File: config.mk
export PLATFORM = sky130hd
export DESIGN_NAME = axi_apb_bridge_top
export DESIGN_NICKNAME = d
export VERILOG_FILES = /design/src/hw/apb_bridge_pkg.sv /design/src/hw/apb_addr_decoder.sv /design/src/hw/apb_master_fsm.sv /design/src/hw/axi_apb_bridge_top.sv /design/src/hw/axi_lite_resp_port.sv /design/src/hw/axi_lite_slave_port.sv
export VERILOG_INCLUDE_DIRS = /design/src /design/src/hw
export SDC_FILE = /design/constraint.sdc
export NUM_CORES = 1
export LEC_CHECK = 0
export ABC_AREA = 1
export BUFFER_PORTS_ARGS = -buffer_cell sky130_fd_sc_hd__buf_2
export CORE_MARGIN = 2
export CORE_UTILIZATION = 24
export CTS_BUF_LIST = sky130_fd_sc_hd__clkbuf_4 sky130_fd_sc_hd__clkbuf_8
export DETAILED_ROUTE_END_ITERATION = 10
export HOLD_SLACK_MARGIN = 0.15
export MAX_ROUTING_LAYER = met4
export PLACE_DENSITY_LB_ADDON = 0.3
export SYNTH_ARGS = -nofsm -noshare
export SYNTH_HDL_FRONTEND = slang
export SYNTH_SLANG_ARGS = --single-unit
File: constraint.sdc
create_clock -name clk -period 3.9 [get_ports clk]
set_input_delay 0.78 -clock clk [delete_from_list [all_inputs] [get_ports clk]]
set_output_delay 0.78 -clock clk [all_outputs]
set_load 0.005 [all_outputs]
File: src/hw/apb_bridge_consts.svh
`ifndef APB_BRIDGE_CONSTS_SVH
`define APB_BRIDGE_CONSTS_SVH

// Peripheral map
`define APB_SLAVE_N   4
`define APB_WIN_SIZE  32'd4096

// Window bases, anything from 0x4000 up decodes to nothing
`define APB_BASE_0    32'h0000_0000
`define APB_BASE_1    32'h0000_1000
`define APB_BASE_2    32'h0000_2000
`define APB_BASE_3    32'h0000_3000

// Bus widths
`define ADDR_W        32
`define DATA_W        32
`define STRB_W        4

`endif

File: src/hw/apb_bridge_pkg.sv
`default_nettype none

`include "apb_bridge_consts.svh"

package apb_bridge_pkg;

    typedef enum logic {
        OP_READ  = 1'b0,
        OP_WRITE = 1'b1
    } bridge_op_e;

    // AXI encoding, EXOKAY never produced
    typedef enum logic [1:0] {
        RESP_OKAY   = 2'b00,
        RESP_SLVERR = 2'b10,
        RESP_DECERR = 2'b11
    } axi_resp_e;

    typedef enum logic [1:0] {
        ST_IDLE,
        ST_SETUP,
        ST_ACCESS,
        ST_RESP
    } apb_state_e;

    typedef struct packed {
        bridge_op_e         op;
        logic [`ADDR_W-1:0] addr;
        logic [2:0]         prot;
        logic [`DATA_W-1:0] wdata;
        logic [`STRB_W-1:0] strb;
    } bridge_req_t;

    // Shared by every slave, only psel differs
    typedef struct packed {
        logic [`ADDR_W-1:0] paddr;
        logic               pwrite;
        logic [2:0]         pprot;
        logic [`STRB_W-1:0] pstrb;
        logic [`DATA_W-1:0] pwdata;
    } apb_req_t;

    typedef struct packed {
        logic               pready;
        logic               pslverr;
        logic [`DATA_W-1:0] prdata;
    } apb_rsp_t;

    typedef struct packed {
        bridge_op_e         op;
        logic [`DATA_W-1:0] rdata;
        axi_resp_e          resp;
    } bridge_rsp_t;

endpackage

`default_nettype wire

File: src/hw/apb_addr_decoder.sv
`timescale 1ns/10ps
`default_nettype none

`include "apb_bridge_consts.svh"

module apb_addr_decoder (
    input  logic [`ADDR_W-1:0]      addr,
    output logic [`APB_SLAVE_N-1:0] sel,
    output logic                    miss
);

    function automatic logic in_win(
        input logic [`ADDR_W-1:0] a,
        input logic [`ADDR_W-1:0] base
    );
        return (a >= base) && (a < base + `APB_WIN_SIZE);
    endfunction

    // Windows do not overlap, so at most one bit is set
    always_comb begin
        sel    = '0;
        sel[0] = in_win(addr, `APB_BASE_0);
        sel[1] = in_win(addr, `APB_BASE_1);
        sel[2] = in_win(addr, `APB_BASE_2);
        sel[3] = in_win(addr, `APB_BASE_3);
    end

    assign miss = ~|sel;   // Hole in the map

endmodule

`default_nettype wire

File: src/hw/apb_master_fsm.sv
`timescale 1ns/10ps
`default_nettype none

`include "apb_bridge_consts.svh"

module apb_master_fsm (
    input  logic                                       clk,
    input  logic                                       rst,

    input  apb_bridge_pkg::bridge_req_t                req,
    input  logic                                       req_valid,

    output apb_bridge_pkg::apb_req_t                   apb_out,
    output logic [`APB_SLAVE_N-1:0]                    psel,
    output logic                                       penable,
    input  apb_bridge_pkg::apb_rsp_t [`APB_SLAVE_N-1:0] apb_in,

    output apb_bridge_pkg::bridge_rsp_t                rsp,
    output logic                                       rsp_valid
);

    apb_bridge_pkg::apb_state_e          state;
    apb_bridge_pkg::bridge_req_t         req_q;
    apb_bridge_pkg::apb_rsp_t            slv_rsp;
    logic [`APB_SLAVE_N-1:0]             dec_sel;
    logic                                dec_miss;
    logic [$clog2(`APB_SLAVE_N)-1:0]     dec_idx;
    logic [`APB_SLAVE_N-1:0]             sel_q;
    logic [$clog2(`APB_SLAVE_N)-1:0]     idx_q;
    logic                                miss_q;
    logic                                xfer_end;

    apb_addr_decoder apb_addr_decoder_i (
        .addr (req.addr),
        .sel  (dec_sel),
        .miss (dec_miss)
    );

    // One-hot to index for the return mux
    always_comb begin
        dec_idx = '0;
        for (int k = 0; k < `APB_SLAVE_N; k++) begin
            if (dec_sel[k])
                dec_idx = $bits(dec_idx)'(k);
        end
    end

    assign slv_rsp  = apb_in[idx_q];
    assign xfer_end = (state == apb_bridge_pkg::ST_ACCESS) && slv_rsp.pready;

    always_ff @(posedge clk) begin
        if (rst) begin
            state <= apb_bridge_pkg::ST_IDLE;
        end else begin
            case (state)
                apb_bridge_pkg::ST_IDLE:
                    if (req_valid)
                        state <= apb_bridge_pkg::ST_SETUP;
                // A miss skips the access phase
                apb_bridge_pkg::ST_SETUP:
                    state <= miss_q ? apb_bridge_pkg::ST_RESP : apb_bridge_pkg::ST_ACCESS;
                apb_bridge_pkg::ST_ACCESS:
                    if (slv_rsp.pready)
                        state <= apb_bridge_pkg::ST_RESP;
                default:
                    state <= apb_bridge_pkg::ST_IDLE;
            endcase
        end
    end

    always_ff @(posedge clk) begin
        if (state == apb_bridge_pkg::ST_IDLE && req_valid) begin
            req_q  <= req;
            sel_q  <= dec_sel;
            idx_q  <= dec_idx;
            miss_q <= dec_miss;
        end
        if (state == apb_bridge_pkg::ST_SETUP && miss_q) begin
            rsp.op    <= req_q.op;
            rsp.rdata <= '0;
            rsp.resp  <= apb_bridge_pkg::RESP_DECERR;
        end else if (xfer_end) begin
            rsp.op    <= req_q.op;
            rsp.rdata <= slv_rsp.prdata;
            rsp.resp  <= slv_rsp.pslverr ? apb_bridge_pkg::RESP_SLVERR
                                         : apb_bridge_pkg::RESP_OKAY;
        end
    end

    assign apb_out.paddr  = req_q.addr;
    assign apb_out.pwrite = (req_q.op == apb_bridge_pkg::OP_WRITE);
    assign apb_out.pprot  = req_q.prot;
    assign apb_out.pstrb  = apb_out.pwrite ? req_q.strb : '0;   // Zero on reads
    assign apb_out.pwdata = req_q.wdata;

    assign psel = (state == apb_bridge_pkg::ST_SETUP || state == apb_bridge_pkg::ST_ACCESS)
                ? sel_q : '0;
    assign penable   = (state == apb_bridge_pkg::ST_ACCESS);
    assign rsp_valid = (state == apb_bridge_pkg::ST_RESP);

endmodule

`default_nettype wire

File: src/hw/axi_apb_bridge_top.sv
`timescale 1ns/10ps
`default_nettype none

`include "apb_bridge_consts.svh"

module axi_apb_bridge_top (
    input  logic                                       clk,
    input  logic                                       rst,

    input  logic [`ADDR_W-1:0]                         araddr,
    input  logic [2:0]                                 arprot,
    input  logic                                       arvalid,
    output logic                                       arready,

    input  logic [`ADDR_W-1:0]                         awaddr,
    input  logic [2:0]                                 awprot,
    input  logic                                       awvalid,
    output logic                                       awready,

    input  logic [`DATA_W-1:0]                         wdata,
    input  logic [`STRB_W-1:0]                         wstrb,
    input  logic                                       wvalid,
    output logic                                       wready,

    output logic [1:0]                                 bresp,
    output logic                                       bvalid,
    input  logic                                       bready,

    output logic [`DATA_W-1:0]                         rdata,
    output logic [1:0]                                 rresp,
    output logic                                       rvalid,
    input  logic                                       rready,

    output apb_bridge_pkg::apb_req_t                   apb_out,
    output logic [`APB_SLAVE_N-1:0]                    psel,
    output logic                                       penable,
    input  apb_bridge_pkg::apb_rsp_t [`APB_SLAVE_N-1:0] apb_in
);

    apb_bridge_pkg::bridge_req_t req;
    apb_bridge_pkg::bridge_rsp_t rsp;
    logic                        req_valid;
    logic                        rsp_valid;
    logic                        done;

    axi_lite_slave_port axi_lite_slave_port_i (
        .clk       (clk),
        .rst       (rst),
        .araddr    (araddr),
        .arprot    (arprot),
        .arvalid   (arvalid),
        .arready   (arready),
        .awaddr    (awaddr),
        .awprot    (awprot),
        .awvalid   (awvalid),
        .awready   (awready),
        .wdata     (wdata),
        .wstrb     (wstrb),
        .wvalid    (wvalid),
        .wready    (wready),
        .done      (done),
        .req       (req),
        .req_valid (req_valid)
    );

    apb_master_fsm apb_master_fsm_i (
        .clk       (clk),
        .rst       (rst),
        .req       (req),
        .req_valid (req_valid),
        .apb_out   (apb_out),
        .psel      (psel),
        .penable   (penable),
        .apb_in    (apb_in),
        .rsp       (rsp),
        .rsp_valid (rsp_valid)
    );

    axi_lite_resp_port axi_lite_resp_port_i (
        .clk       (clk),
        .rst       (rst),
        .rsp       (rsp),
        .rsp_valid (rsp_valid),
        .bresp     (bresp),
        .bvalid    (bvalid),
        .bready    (bready),
        .rdata     (rdata),
        .rresp     (rresp),
        .rvalid    (rvalid),
        .rready    (rready),
        .done      (done)
    );

endmodule

`default_nettype wire

File: src/hw/axi_lite_resp_port.sv
`timescale 1ns/10ps
`default_nettype none

`include "apb_bridge_consts.svh"

module axi_lite_resp_port (
    input  logic                         clk,
    input  logic                         rst,

    input  apb_bridge_pkg::bridge_rsp_t  rsp,
    input  logic                         rsp_valid,

    output logic [1:0]                   bresp,
    output logic                         bvalid,
    input  logic                         bready,

    output logic [`DATA_W-1:0]           rdata,
    output logic [1:0]                   rresp,
    output logic                         rvalid,
    input  logic                         rready,

    output logic                         done
);

    logic is_wr;

    assign is_wr = (rsp.op == apb_bridge_pkg::OP_WRITE);

    always_ff @(posedge clk) begin
        if (rst) begin
            bvalid <= 1'b0;
            rvalid <= 1'b0;
        end else begin
            if (rsp_valid && is_wr)
                bvalid <= 1'b1;
            else if (bready)
                bvalid <= 1'b0;
            if (rsp_valid && !is_wr)
                rvalid <= 1'b1;
            else if (rready)
                rvalid <= 1'b0;
        end
    end

    always_ff @(posedge clk) begin
        if (rsp_valid && is_wr)
            bresp <= rsp.resp;
        if (rsp_valid && !is_wr) begin
            rdata <= rsp.rdata;
            rresp <= rsp.resp;
        end
    end

    // Frees the input side
    assign done = (bvalid & bready) | (rvalid & rready);

endmodule

`default_nettype wire

File: src/hw/axi_lite_slave_port.sv
`timescale 1ns/10ps
`default_nettype none

`include "apb_bridge_consts.svh"

module axi_lite_slave_port (
    input  logic                         clk,
    input  logic                         rst,

    input  logic [`ADDR_W-1:0]           araddr,
    input  logic [2:0]                   arprot,
    input  logic                         arvalid,
    output logic                         arready,

    input  logic [`ADDR_W-1:0]           awaddr,
    input  logic [2:0]                   awprot,
    input  logic                         awvalid,
    output logic                         awready,

    input  logic [`DATA_W-1:0]           wdata,
    input  logic [`STRB_W-1:0]           wstrb,
    input  logic                         wvalid,
    output logic                         wready,

    input  logic                         done,
    output apb_bridge_pkg::bridge_req_t  req,
    output logic                         req_valid
);

    logic                 busy;      // One transaction in flight
    logic                 aw_held;
    logic                 w_held;
    logic [`ADDR_W-1:0]   aw_addr_q;
    logic [2:0]           aw_prot_q;
    logic [`DATA_W-1:0]   w_data_q;
    logic [`STRB_W-1:0]   w_strb_q;
    logic                 ar_hs;
    logic                 aw_hs;
    logic                 w_hs;
    logic                 wr_go;

    assign arready = ~busy;
    assign awready = ~busy & ~aw_held;
    assign wready  = ~busy & ~w_held;

    assign ar_hs = arvalid & arready;
    assign aw_hs = awvalid & awready;
    assign w_hs  = wvalid & wready;

    // Write goes once both halves are in, reads win a tie
    assign wr_go = ~busy & ~ar_hs & (aw_held | aw_hs) & (w_held | w_hs);

    always_ff @(posedge clk) begin
        if (rst) begin
            busy      <= 1'b0;
            aw_held   <= 1'b0;
            w_held    <= 1'b0;
            req_valid <= 1'b0;
        end else begin
            req_valid <= ar_hs | wr_go;
            if (ar_hs | wr_go)
                busy <= 1'b1;
            else if (done)
                busy <= 1'b0;
            if (wr_go)
                aw_held <= 1'b0;
            else if (aw_hs)
                aw_held <= 1'b1;
            if (wr_go)
                w_held <= 1'b0;
            else if (w_hs)
                w_held <= 1'b1;
        end
    end

    always_ff @(posedge clk) begin
        if (aw_hs) begin
            aw_addr_q <= awaddr;
            aw_prot_q <= awprot;
        end
        if (w_hs) begin
            w_data_q <= wdata;
            w_strb_q <= wstrb;
        end
        if (ar_hs) begin
            req.op    <= apb_bridge_pkg::OP_READ;
            req.addr  <= araddr;
            req.prot  <= arprot;
            req.wdata <= '0;
            req.strb  <= '0;
        end else if (wr_go) begin
            req.op    <= apb_bridge_pkg::OP_WRITE;
            req.addr  <= aw_held ? aw_addr_q : awaddr;   // Bypass when AW lands this edge
            req.prot  <= aw_held ? aw_prot_q : awprot;
            req.wdata <= w_held ? w_data_q : wdata;
            req.strb  <= w_held ? w_strb_q : wstrb;
        end
    end

endmodule

`default_nettype wire

-- Word-level counts from Yosys, hierarchy flattened
Cells that the tools add are included.
- muxes and demuxes: 25
- equality and inequality tests: 5
- reduce and logical (&&, ||, !) cells: 22
- bitwise logic cells: 18
- order comparisons: 9
- operators with widths (kind ; number):
    71-bit 2-to-1 mux ; 2
    35-bit 2-to-1 mux ; 2
    34-bit binary-select mux with 2-bit select ; 1
    32-bit by 14-bit >= comparator with 1-bit output, second input constant ; 2
    32-bit by 14-bit less-than comparator with 1-bit output, second input constant ; 2
    32-bit 2-to-1 mux ; 2
    34-bit 2-to-1 mux ; 1
    32-bit by 1-bit >= comparator with 1-bit output, second input constant ; 1
    32-bit by 13-bit >= comparator with 1-bit output, second input constant ; 1
    32-bit by 13-bit less-than comparator with 1-bit output, second input constant ; 1
    32-bit by 15-bit less-than comparator with 1-bit output, second input constant ; 1
    4-bit 2-to-1 mux ; 3
    1-bit AND ; 10
    2-bit nonzero test ; 5
    1-bit logical AND ; 9
    1-bit 2-to-1 mux ; 9
    2-bit 2-to-1 mux ; 3
    2-bit one-hot mux with 3 select lines ; 1
    2-bit equality test, second input constant ; 2
    1-bit inverter ; 4
    1-bit bitwise OR ; 4
    2-bit OR reduction ; 2
    4-bit OR reduction ; 1
    2-bit by 3-bit less-than comparator with 1-bit output, second input constant ; 1
    other kinds (8) ; 9
- output and inout port bits: 118
- input port bits: 249
- logic and storage cells: 110
- bits in registers: 301

-- Depth between registers and ports, before layout
Gate-level depths: netlist of the first run.
- depth after elaboration: 8
- gate-level depth with buffers: 9
- depth with buffers taken out: 9

-- Modules after synthesis
From an unflattened synthesis of the first run, not the netlist that was laid out.
- cells, all modules: 1210
- area total of the unflattened synthesis: 12660.9 sq um
- modules (own cells, without submodules) (module ; times used ; area an instance (sq um) ; cells each):
    axi_lite_slave_port ; 1 ; 6094.6 ; 597
    apb_master_fsm ; 1 ; 5273.8 ; 535
    axi_lite_resp_port ; 1 ; 1183.6 ; 52
    apb_addr_decoder ; 1 ; 108.9 ; 26

-- Least setup slack after synthesis of the first run
Ideal clock, no wire load.
- kind: input -> register
- start point: input port wvalid
- end point: register axi_lite_slave_port_i.w_data_q[0], enable pin
- arrival time: 3.312 ns
- path slack: 0.114 ns
- setup time: 0.474 ns
- stages: 2
- data required time: 3.426 ns
- buffers on the path: 0
- cell sequence: inv_1 > nor3_1
- word-level cells in the longest chain between the ends: 1
- ends and longest elaborated chain (what ; RTL line ; text):
    start: declaration ; axi_apb_bridge_top.sv:22 ; input logic wvalid,
    1-bit AND ; axi_lite_slave_port.sv:48 ; assign w_hs = wvalid & wready;
    via axi_lite_slave_port_i.w_hs ; axi_lite_slave_port.sv:39 ; logic w_hs;
    end signal: assignment ; axi_lite_slave_port.sv:82 ; w_data_q <= wdata;
    end: declaration ; axi_lite_slave_port.sv:35 ; logic [`DATA_W-1:0] w_data_q;
The timed path passes the listed nets, and every way through them passes these cells.
A chain may end at the register's enable or synchronous reset.

==> metrics.txt, run 1 <==
# DRC=0; iteration-0 DRC count of the detailed router=365; status=finished clean; Crit. End Element=register; Yosys reg bits=301; vias per cell=4.258; Worst Skew=20.32 ps; final net count=1655; Sw Ratio=around 28%; top cells by area, synth=edfxtp_1 53%, dfxtp_1 13%, nor2_1 6.7%; Req. time, crit path=4280 ps; routed length per placed instance=between 15 and 20 um; Max VDD drop=~240 uV; Synth area leader=edfxtp_1; combinational share of power=16.0%; WHS=340.2 ps; hold depth=1; end point of the worst hold path=axi_lite_slave_port_i.w_data_q[19]; Port Buf Inserts=366; CTS tree=built; FF-to-FF setup slack=1170 ps; Die Width=231.9 um; RR Endpoint=axi_lite_slave_port_i.req[70]; Core Footprint=51300 sq um; leakage power=~6.3 nW; critical path type=register to register; Placed Cells=roughly 2000; hold buffer count at CTS=0; Psw=2.463 mW; Final HPWL DP=25250 um; final max-slew violation count=0; Multi-input gate area=3317 sq um; fin crit share=between 60% and 70%; R2R cell count=4; CP startpoint kind=register; post-synthesis area per instance=11.40 sq um; post-synth top area share=a little over half; minimum clock period=2729 ps; Mapped Nets=1347; vias in the first global route=9165; number of clock sinks=301; first-pass GRT wire length=between 50000 and 60000 um; CTS Buffer Depth=3; Power Density=approximately 570 nW/um^2; synth warn=0; total wire length=36440 um; First-pass DRT Iterations=5; Max transition margin=26.67%; Crit Path Max Fanout=39; post-synthesis cell type count=33; Worst Path Arrival=just over 3000 ps; worst r2r src=axi_lite_slave_port_i.w_held; Syn Inst Count=1094; row cnt=83; die height=231.9 um; Post-DRT Antenna Nets=0; Die Area=53790 sq um; Seq. cell area=8250 sq um; GPL Wtd Cong=0.8909; Worst-path clk slew=70 ps; Clock power frac=a little over a third; setup bufs post-CTS=0; RSZ-0062 raised after global routing=false; max-cap violation count=0; total number of vias=between 9000 and 10000; Top FF cell, synth=edfxtp_1; Finish-stage setup viols=0; largest net degree at the start of global routing=52; Netlist Area Pre-Place=approximately 12000 sq um; fmax=0.3665 GHz; CTS root buf=clkbuf_8; Starting Density=approximately 24%; Tightest Pin Transition=~1100 ps; CTS Buf Count=52; register area share after synthesis=66.15%; gr ovfl total=0; share of layout cells above drive strength 1=a little under two fifths; fillcell total=5343; I/O pin cnt=367; initial antenna violation count=2; GRT Total Usage=13.50%; Pint=6.378 mW; Area growth syn-to-layout=25.29%; setup tns final=0 ps; worst min-delay path category=primary input to register; worst skew pair latency=630 ps; Resized Gates After CTS=0; Synth async-reset ratio=0%; Final Hold Fails=0; Flop pwr share=48.2%; EDFF count, synth=222; H-tree levels=2; min-delay src=wdata[19]; final non-filler cell total=2122
## synth_stat cells (5+ instances only)
cell,count
inv_2,6
o31ai_1,9
o21ai_0,80
nand3_1,5
clkbuf_1,27
a21oi_1,38
buf_2,21
o22ai_1,33
buf_4,70
o21ai_1,19
nand2_1,145
mux2_2,36
nor2_1,222
dfxtp_1,79
buf_6,7
edfxtp_1,222
inv_1,24
o31ai_2,26
## worst max-delay path, stage by stage (launching register included)
cell and delay (ps):
dfxtp_2 1000, o21bai_4 300, nand3_4 320, buf_4 390
o31ai_1 430
## logic make-up after synthesis
| group | Yosys count | synth area share [%] |
|---|---|---|
| fa+ha+maj | 4 | 0.4014 |
| mux | 36 | 3.251 |
| buf+inv | 157 | 7.466 |
| flops | 301 | 66.15 |
| compound gates | 213 | 10.87 |
| simple gates | 383 | 11.86 |
## per-layer routing
| metal | wire [um] | vias up | GRT usage (%) |
|---|---|---|---|
| met1 | 15080 | 4216 | 15.56 |
| met3 | 3029 | 81 | 4.003 |
| met4 | 1110 | 0 | 5.028 |
| li1 | - | 4351 | - |
| met5 | 0 | - | - |
| met2 | 17220 | 387 | 22.17 |
## sequential cells by signal (all words and copies together) (netlist names), 2 cells and up
signal and cells:
apb_master_fsm_i.apb_out 68, apb_master_fsm_i.idx_q 2, apb_master_fsm_i.req_q 4, apb_master_fsm_i.rsp 35
apb_master_fsm_i.sel_q 4, apb_master_fsm_i.state 2, axi_lite_resp_port_i.bresp 2, axi_lite_resp_port_i.rdata 32
axi_lite_resp_port_i.rresp 2, axi_lite_slave_port_i.aw_addr_q 32, axi_lite_slave_port_i.aw_prot_q 3, axi_lite_slave_port_i.req 72
axi_lite_slave_port_i.w_data_q 32, axi_lite_slave_port_i.w_strb_q 4
## placed cells by master, fill, tap and decap left out, types with 2 or more instances in the layout
cell type	count
clkinvlp_4	2
buf_4	14
diode_2	2
buf_2	366
nand3_1	5
edfxtp_1	222
o21a_1	2
o21ai_1	19
nor2_1	221
a21oi_1	38
a31oi_1	2
nor2_4	2
inv_2	6
nand2_1	144
nor3_2	2
inv_1	23
dfxtp_2	2
bufinv_16	5
dfxtp_1	77
o21ai_0	80
o22ai_1	33
clkbuf_4	18
nor3_1	2
clkinv_2	7
o31ai_1	9
clkbuf_8	55
nand2_2	2
ha_1	4
clkinv_1	3
o31ai_2	26
mux2_2	36
## stage by stage
stage	total power, mW	worst slack (ps)	utilization [%]	area, sq um
2_1_floorplan	5.216	113.5	-	12470
3_3_place_gp	5.760	1166	28.24	14490
3_5_place_dp	5.790	1103	28.24	14490
4_1_cts	9.035	1083	30.44	15620
5_1_grt	9.340	923.6	30.45	15620
6_report	8.842	1171	30.45	15620
## layout make-up
| cell class | count | area share [%] |
|---|---|---|
| flip-flops and latches | 301 | 52.82 |
| multi-input cells | 636 | 21.23 |
| repair buffers | 381 | 12.53 |
| clock buffers | 73 | 5.711 |
| well taps | 680 | 5.447 |
| clock inverters | 19 | 1.506 |
| inverters | 30 | 0.7289 |
| diodes | 2 | 0.03204 |
## worst max-delay path by stage
stage / start / slack, ps / cells after the start / to
after floorplan: wvalid / 110 / 2 / axi_lite_slave_port_i.w_data_q[0]
after global placement: axi_lite_slave_port_i.w_held / 1170 / 5 / axi_lite_slave_port_i.req[12]
after detailed placement: axi_lite_slave_port_i.w_held / 1100 / 4 / axi_lite_slave_port_i.req[70]
after CTS: axi_lite_slave_port_i.w_held / 1080 / 4 / axi_lite_slave_port_i.req[70]
after global routing: axi_lite_slave_port_i.w_held / 920 / 4 / axi_lite_slave_port_i.req[70]
final: axi_lite_slave_port_i.w_held / 1170 / 4 / axi_lite_slave_port_i.req[70]
## power groups by stage
stage / registers (mW) / clock network (mW) / logic, mW
finish: 4.26 / 3.16 / 1.42
global route: 4.32 / 3.41 / 1.61
CTS: 4.27 / 3.30 / 1.46
detailed placement: 4.33 / 0 / 1.46
global placement: 4.33 / 0 / 1.43
floorplan: 4.24 / 0 / 0.978
Power figures use the tool's default switching activity.
==> run 2: changes to the inputs <==
Clock period 3.9 ns to 2.3 ns, I/O delays scaled along.
==> run 2 against run 1 <==
Effect of this change: die area unchanged; wire length up 1.5%; sequential power up 69%; register-to-register slack worse by 680 ps; via count up 4.7%; power up 69%; global-route usage up 0.16 points; combinational power up 90%; clock skew down 1.9 ps; highest routed layer unchanged.
==> metrics.txt, run 2 (synthesized netlist as in run 1, its figures left out) <==
Max transition margin=59.75% (+33 points); utilization after layout=32.93% (+2.5 points); CP peak stage delay=360 ps (-640 ps); Psw=4.117 mW (+67%); H-tree levels=2 (unchanged); # DRC=0 (unchanged); setup bufs post-CTS=0 (unchanged); initial antenna violation count=7 (+5); gr ovfl total=0 (unchanged); RSZ-0062 raised after global routing=false; crit-path cells=inv_1 -> ha_4 -> nand2_1 -> inv_1 -> buf_2; I/O pin cnt=367 (unchanged); Pint=10.81 mW (+69%); GRT Total Usage=13.66% (+0.16 points); CTS tree=built; CP startpoint kind=register; Starting Density=24.30% (unchanged); max-cap violation count=0 (unchanged); status=finished clean; max reg flops=72 (unchanged); share of layout cells above drive strength 1=36.24% (-2.1 points); Finish-stage setup viols=0 (unchanged); Final HPWL DP=25630 um (+1.5%); fmax=0.4855 GHz; worst skew pair latency=610 ps (-20 ps); fin crit share=between 80 and 90%; commonest non-fill, non-tap cell in the layout=buf_2; routed length per placed instance=16.46 um (-4.1%); Max VDD drop=450.7 uV (+86%); Final Hold Fails=0 (unchanged); CTS root buf=clkbuf_8; die height=231.9 um (unchanged); Sw Ratio=27.59% (-0.27 points); CP max stage cell=dfxtp_1; vias per cell=4.210 (-1.1%); minimum clock period=2060 ps; Tightest Pin Transition=602.2 ps (-497.7 ps); Die Width=231.9 um (unchanged); combinational share of power=18.1% (+2.1 points); GPL Wtd Cong=0.8481 (-4.8%); commonest cells after routing, fill and taps aside=366 x buf_2, 222 x edfxtp_1, 221 x nor2_1; register with the most flip-flops=axi_lite_slave_port_i.req; fillcell total=5166 (-3.3%); Crit Path Max Fanout=5 (-87%); Core Footprint=51300 sq um (unchanged); iteration-0 DRC count of the detailed router=341 (-6.6%); total number of vias=9459 (+4.7%); CTS Buffer Depth=3 (unchanged); Die Area=53790 sq um (unchanged); Worst path most repeated cell=inv_1; setup tns final=0 ps (unchanged); Area growth syn-to-layout=35.48%; largest net degree at the start of global routing=80 (+54%); Port Buf Inserts=366 (unchanged); final max-slew violation count=0 (unchanged); Worst-path clk slew=60 ps (about the same); Worst Path Arrival=1600 ps (-1510 ps); Worst Skew=18.44 ps (-1.887 ps); vias in the first global route=9750 (+6.4%); critical path type=register to output port; worst min-delay path category=primary input to register; worst setup margin=240.3 ps (-930.8 ps); number of clock sinks=301 (unchanged); DP Worst Slack=429.8 ps (-672.7 ps); Top delay family on crit path=flip-flops; first-pass GRT wire length=54540 um (+1.8%); Buf/Inv on CP=3 (+2); Clock power frac=33.8% (-2.0 points); Power Density=883.5 nW/um^2 (+56%); Post-DRT Antenna Nets=0 (unchanged); Crit. End Element=output port; First-pass DRT Iterations=5 (unchanged); final net count=1774 (+7.2%); row cnt=83 (unchanged); leakage power=6.787 nW (+8.3%); total wire length=36990 um (+1.5%); CTS Buf Count=52 (unchanged); Flop pwr share=48.1% (about the same); Req. time, crit path=1840 ps (-2440 ps)
run 2: cell count changes in the layout (fill, tap and decap cells not counted), sizes merged:
cell         delta
buf             +9
bufinv          -4
clkbuf          +9
clkinv          -6
clkinvlp        +1
diode           +6
dlygate4sd3   +110
run 2: area by class of cell:
class / instances / area [sq um] / share of cell area, %
Clock inverter: 10 / 92.59 / 0.5481
Antenna cell: 8 / 20.02 / 0.1185
Timing Repair Buffer: 500 / 3229 / 19.12
Sequential cell: 301 / 8250 / 48.84
Clock buffer: 82 / 991.0 / 5.866
Inverter: 30 / 116.4 / 0.6888
Tap cell: 680 / 850.8 / 5.037
Multi-Input combinational cell: 636 / 3342 / 19.78
run 2: layer usage:
metal / track usage, % / wire length (um)
met1: 14.91 / 14880
met2: 23.44 / 18360
met3: 4.150 / 2898
met4: 4.928 / 852
met5: - / 0
run 2: final timing paths:
check                                              startpoint                       endpoint  slack [ps]  depth (start not counted)
worst max-delay path                apb_master_fsm_i.state[0]                        psel[3]         240                          5
worst min-delay path                                  arvalid  axi_lite_slave_port_i.req[71]         270                          3
worst max register to register     axi_lite_slave_port_i.busy  axi_lite_slave_port_i.req[49]         490                          6
worst min register to register  axi_lite_slave_port_i.req[43]   apb_master_fsm_i.apb_out[44]         410                          0
run 2: repair_timing:
item,CTS,global route
endpoints found under the setup margin,2,4
hold buffers,110,0
resized for setup,2,1
endpoints found under the hold margin,109,0
run 2: per-stage QoR:
stage	power (mW)	std cells	hold WS [ps]	area, sq um
2_1_floorplan	8.844	1094	400.3	12500
3_3_place_gp	9.797	2037	401.6	14670
3_5_place_dp	9.854	2037	408.8	14670
4_1_cts	15.21	2239	184.9	16860
5_1_grt	15.82	2245	225.9	16890
6_report	14.92	2247	269.3	16890
run 2: power groups by stage:
stage	combinational [mW]	sequential, mW	clock [mW]
2_1_floorplan	1.67	7.17	0
3_3_place_gp	2.52	7.28	0
3_5_place_dp	2.56	7.29	0
4_1_cts	2.73	7.19	5.29
5_1_grt	3.04	7.26	5.52
6_report	2.70	7.18	5.05
run 2: tightest hold or removal path, stage by stage:
cell	delay [ps]
buf_2	90
nand2_1	140
o21a_1	140
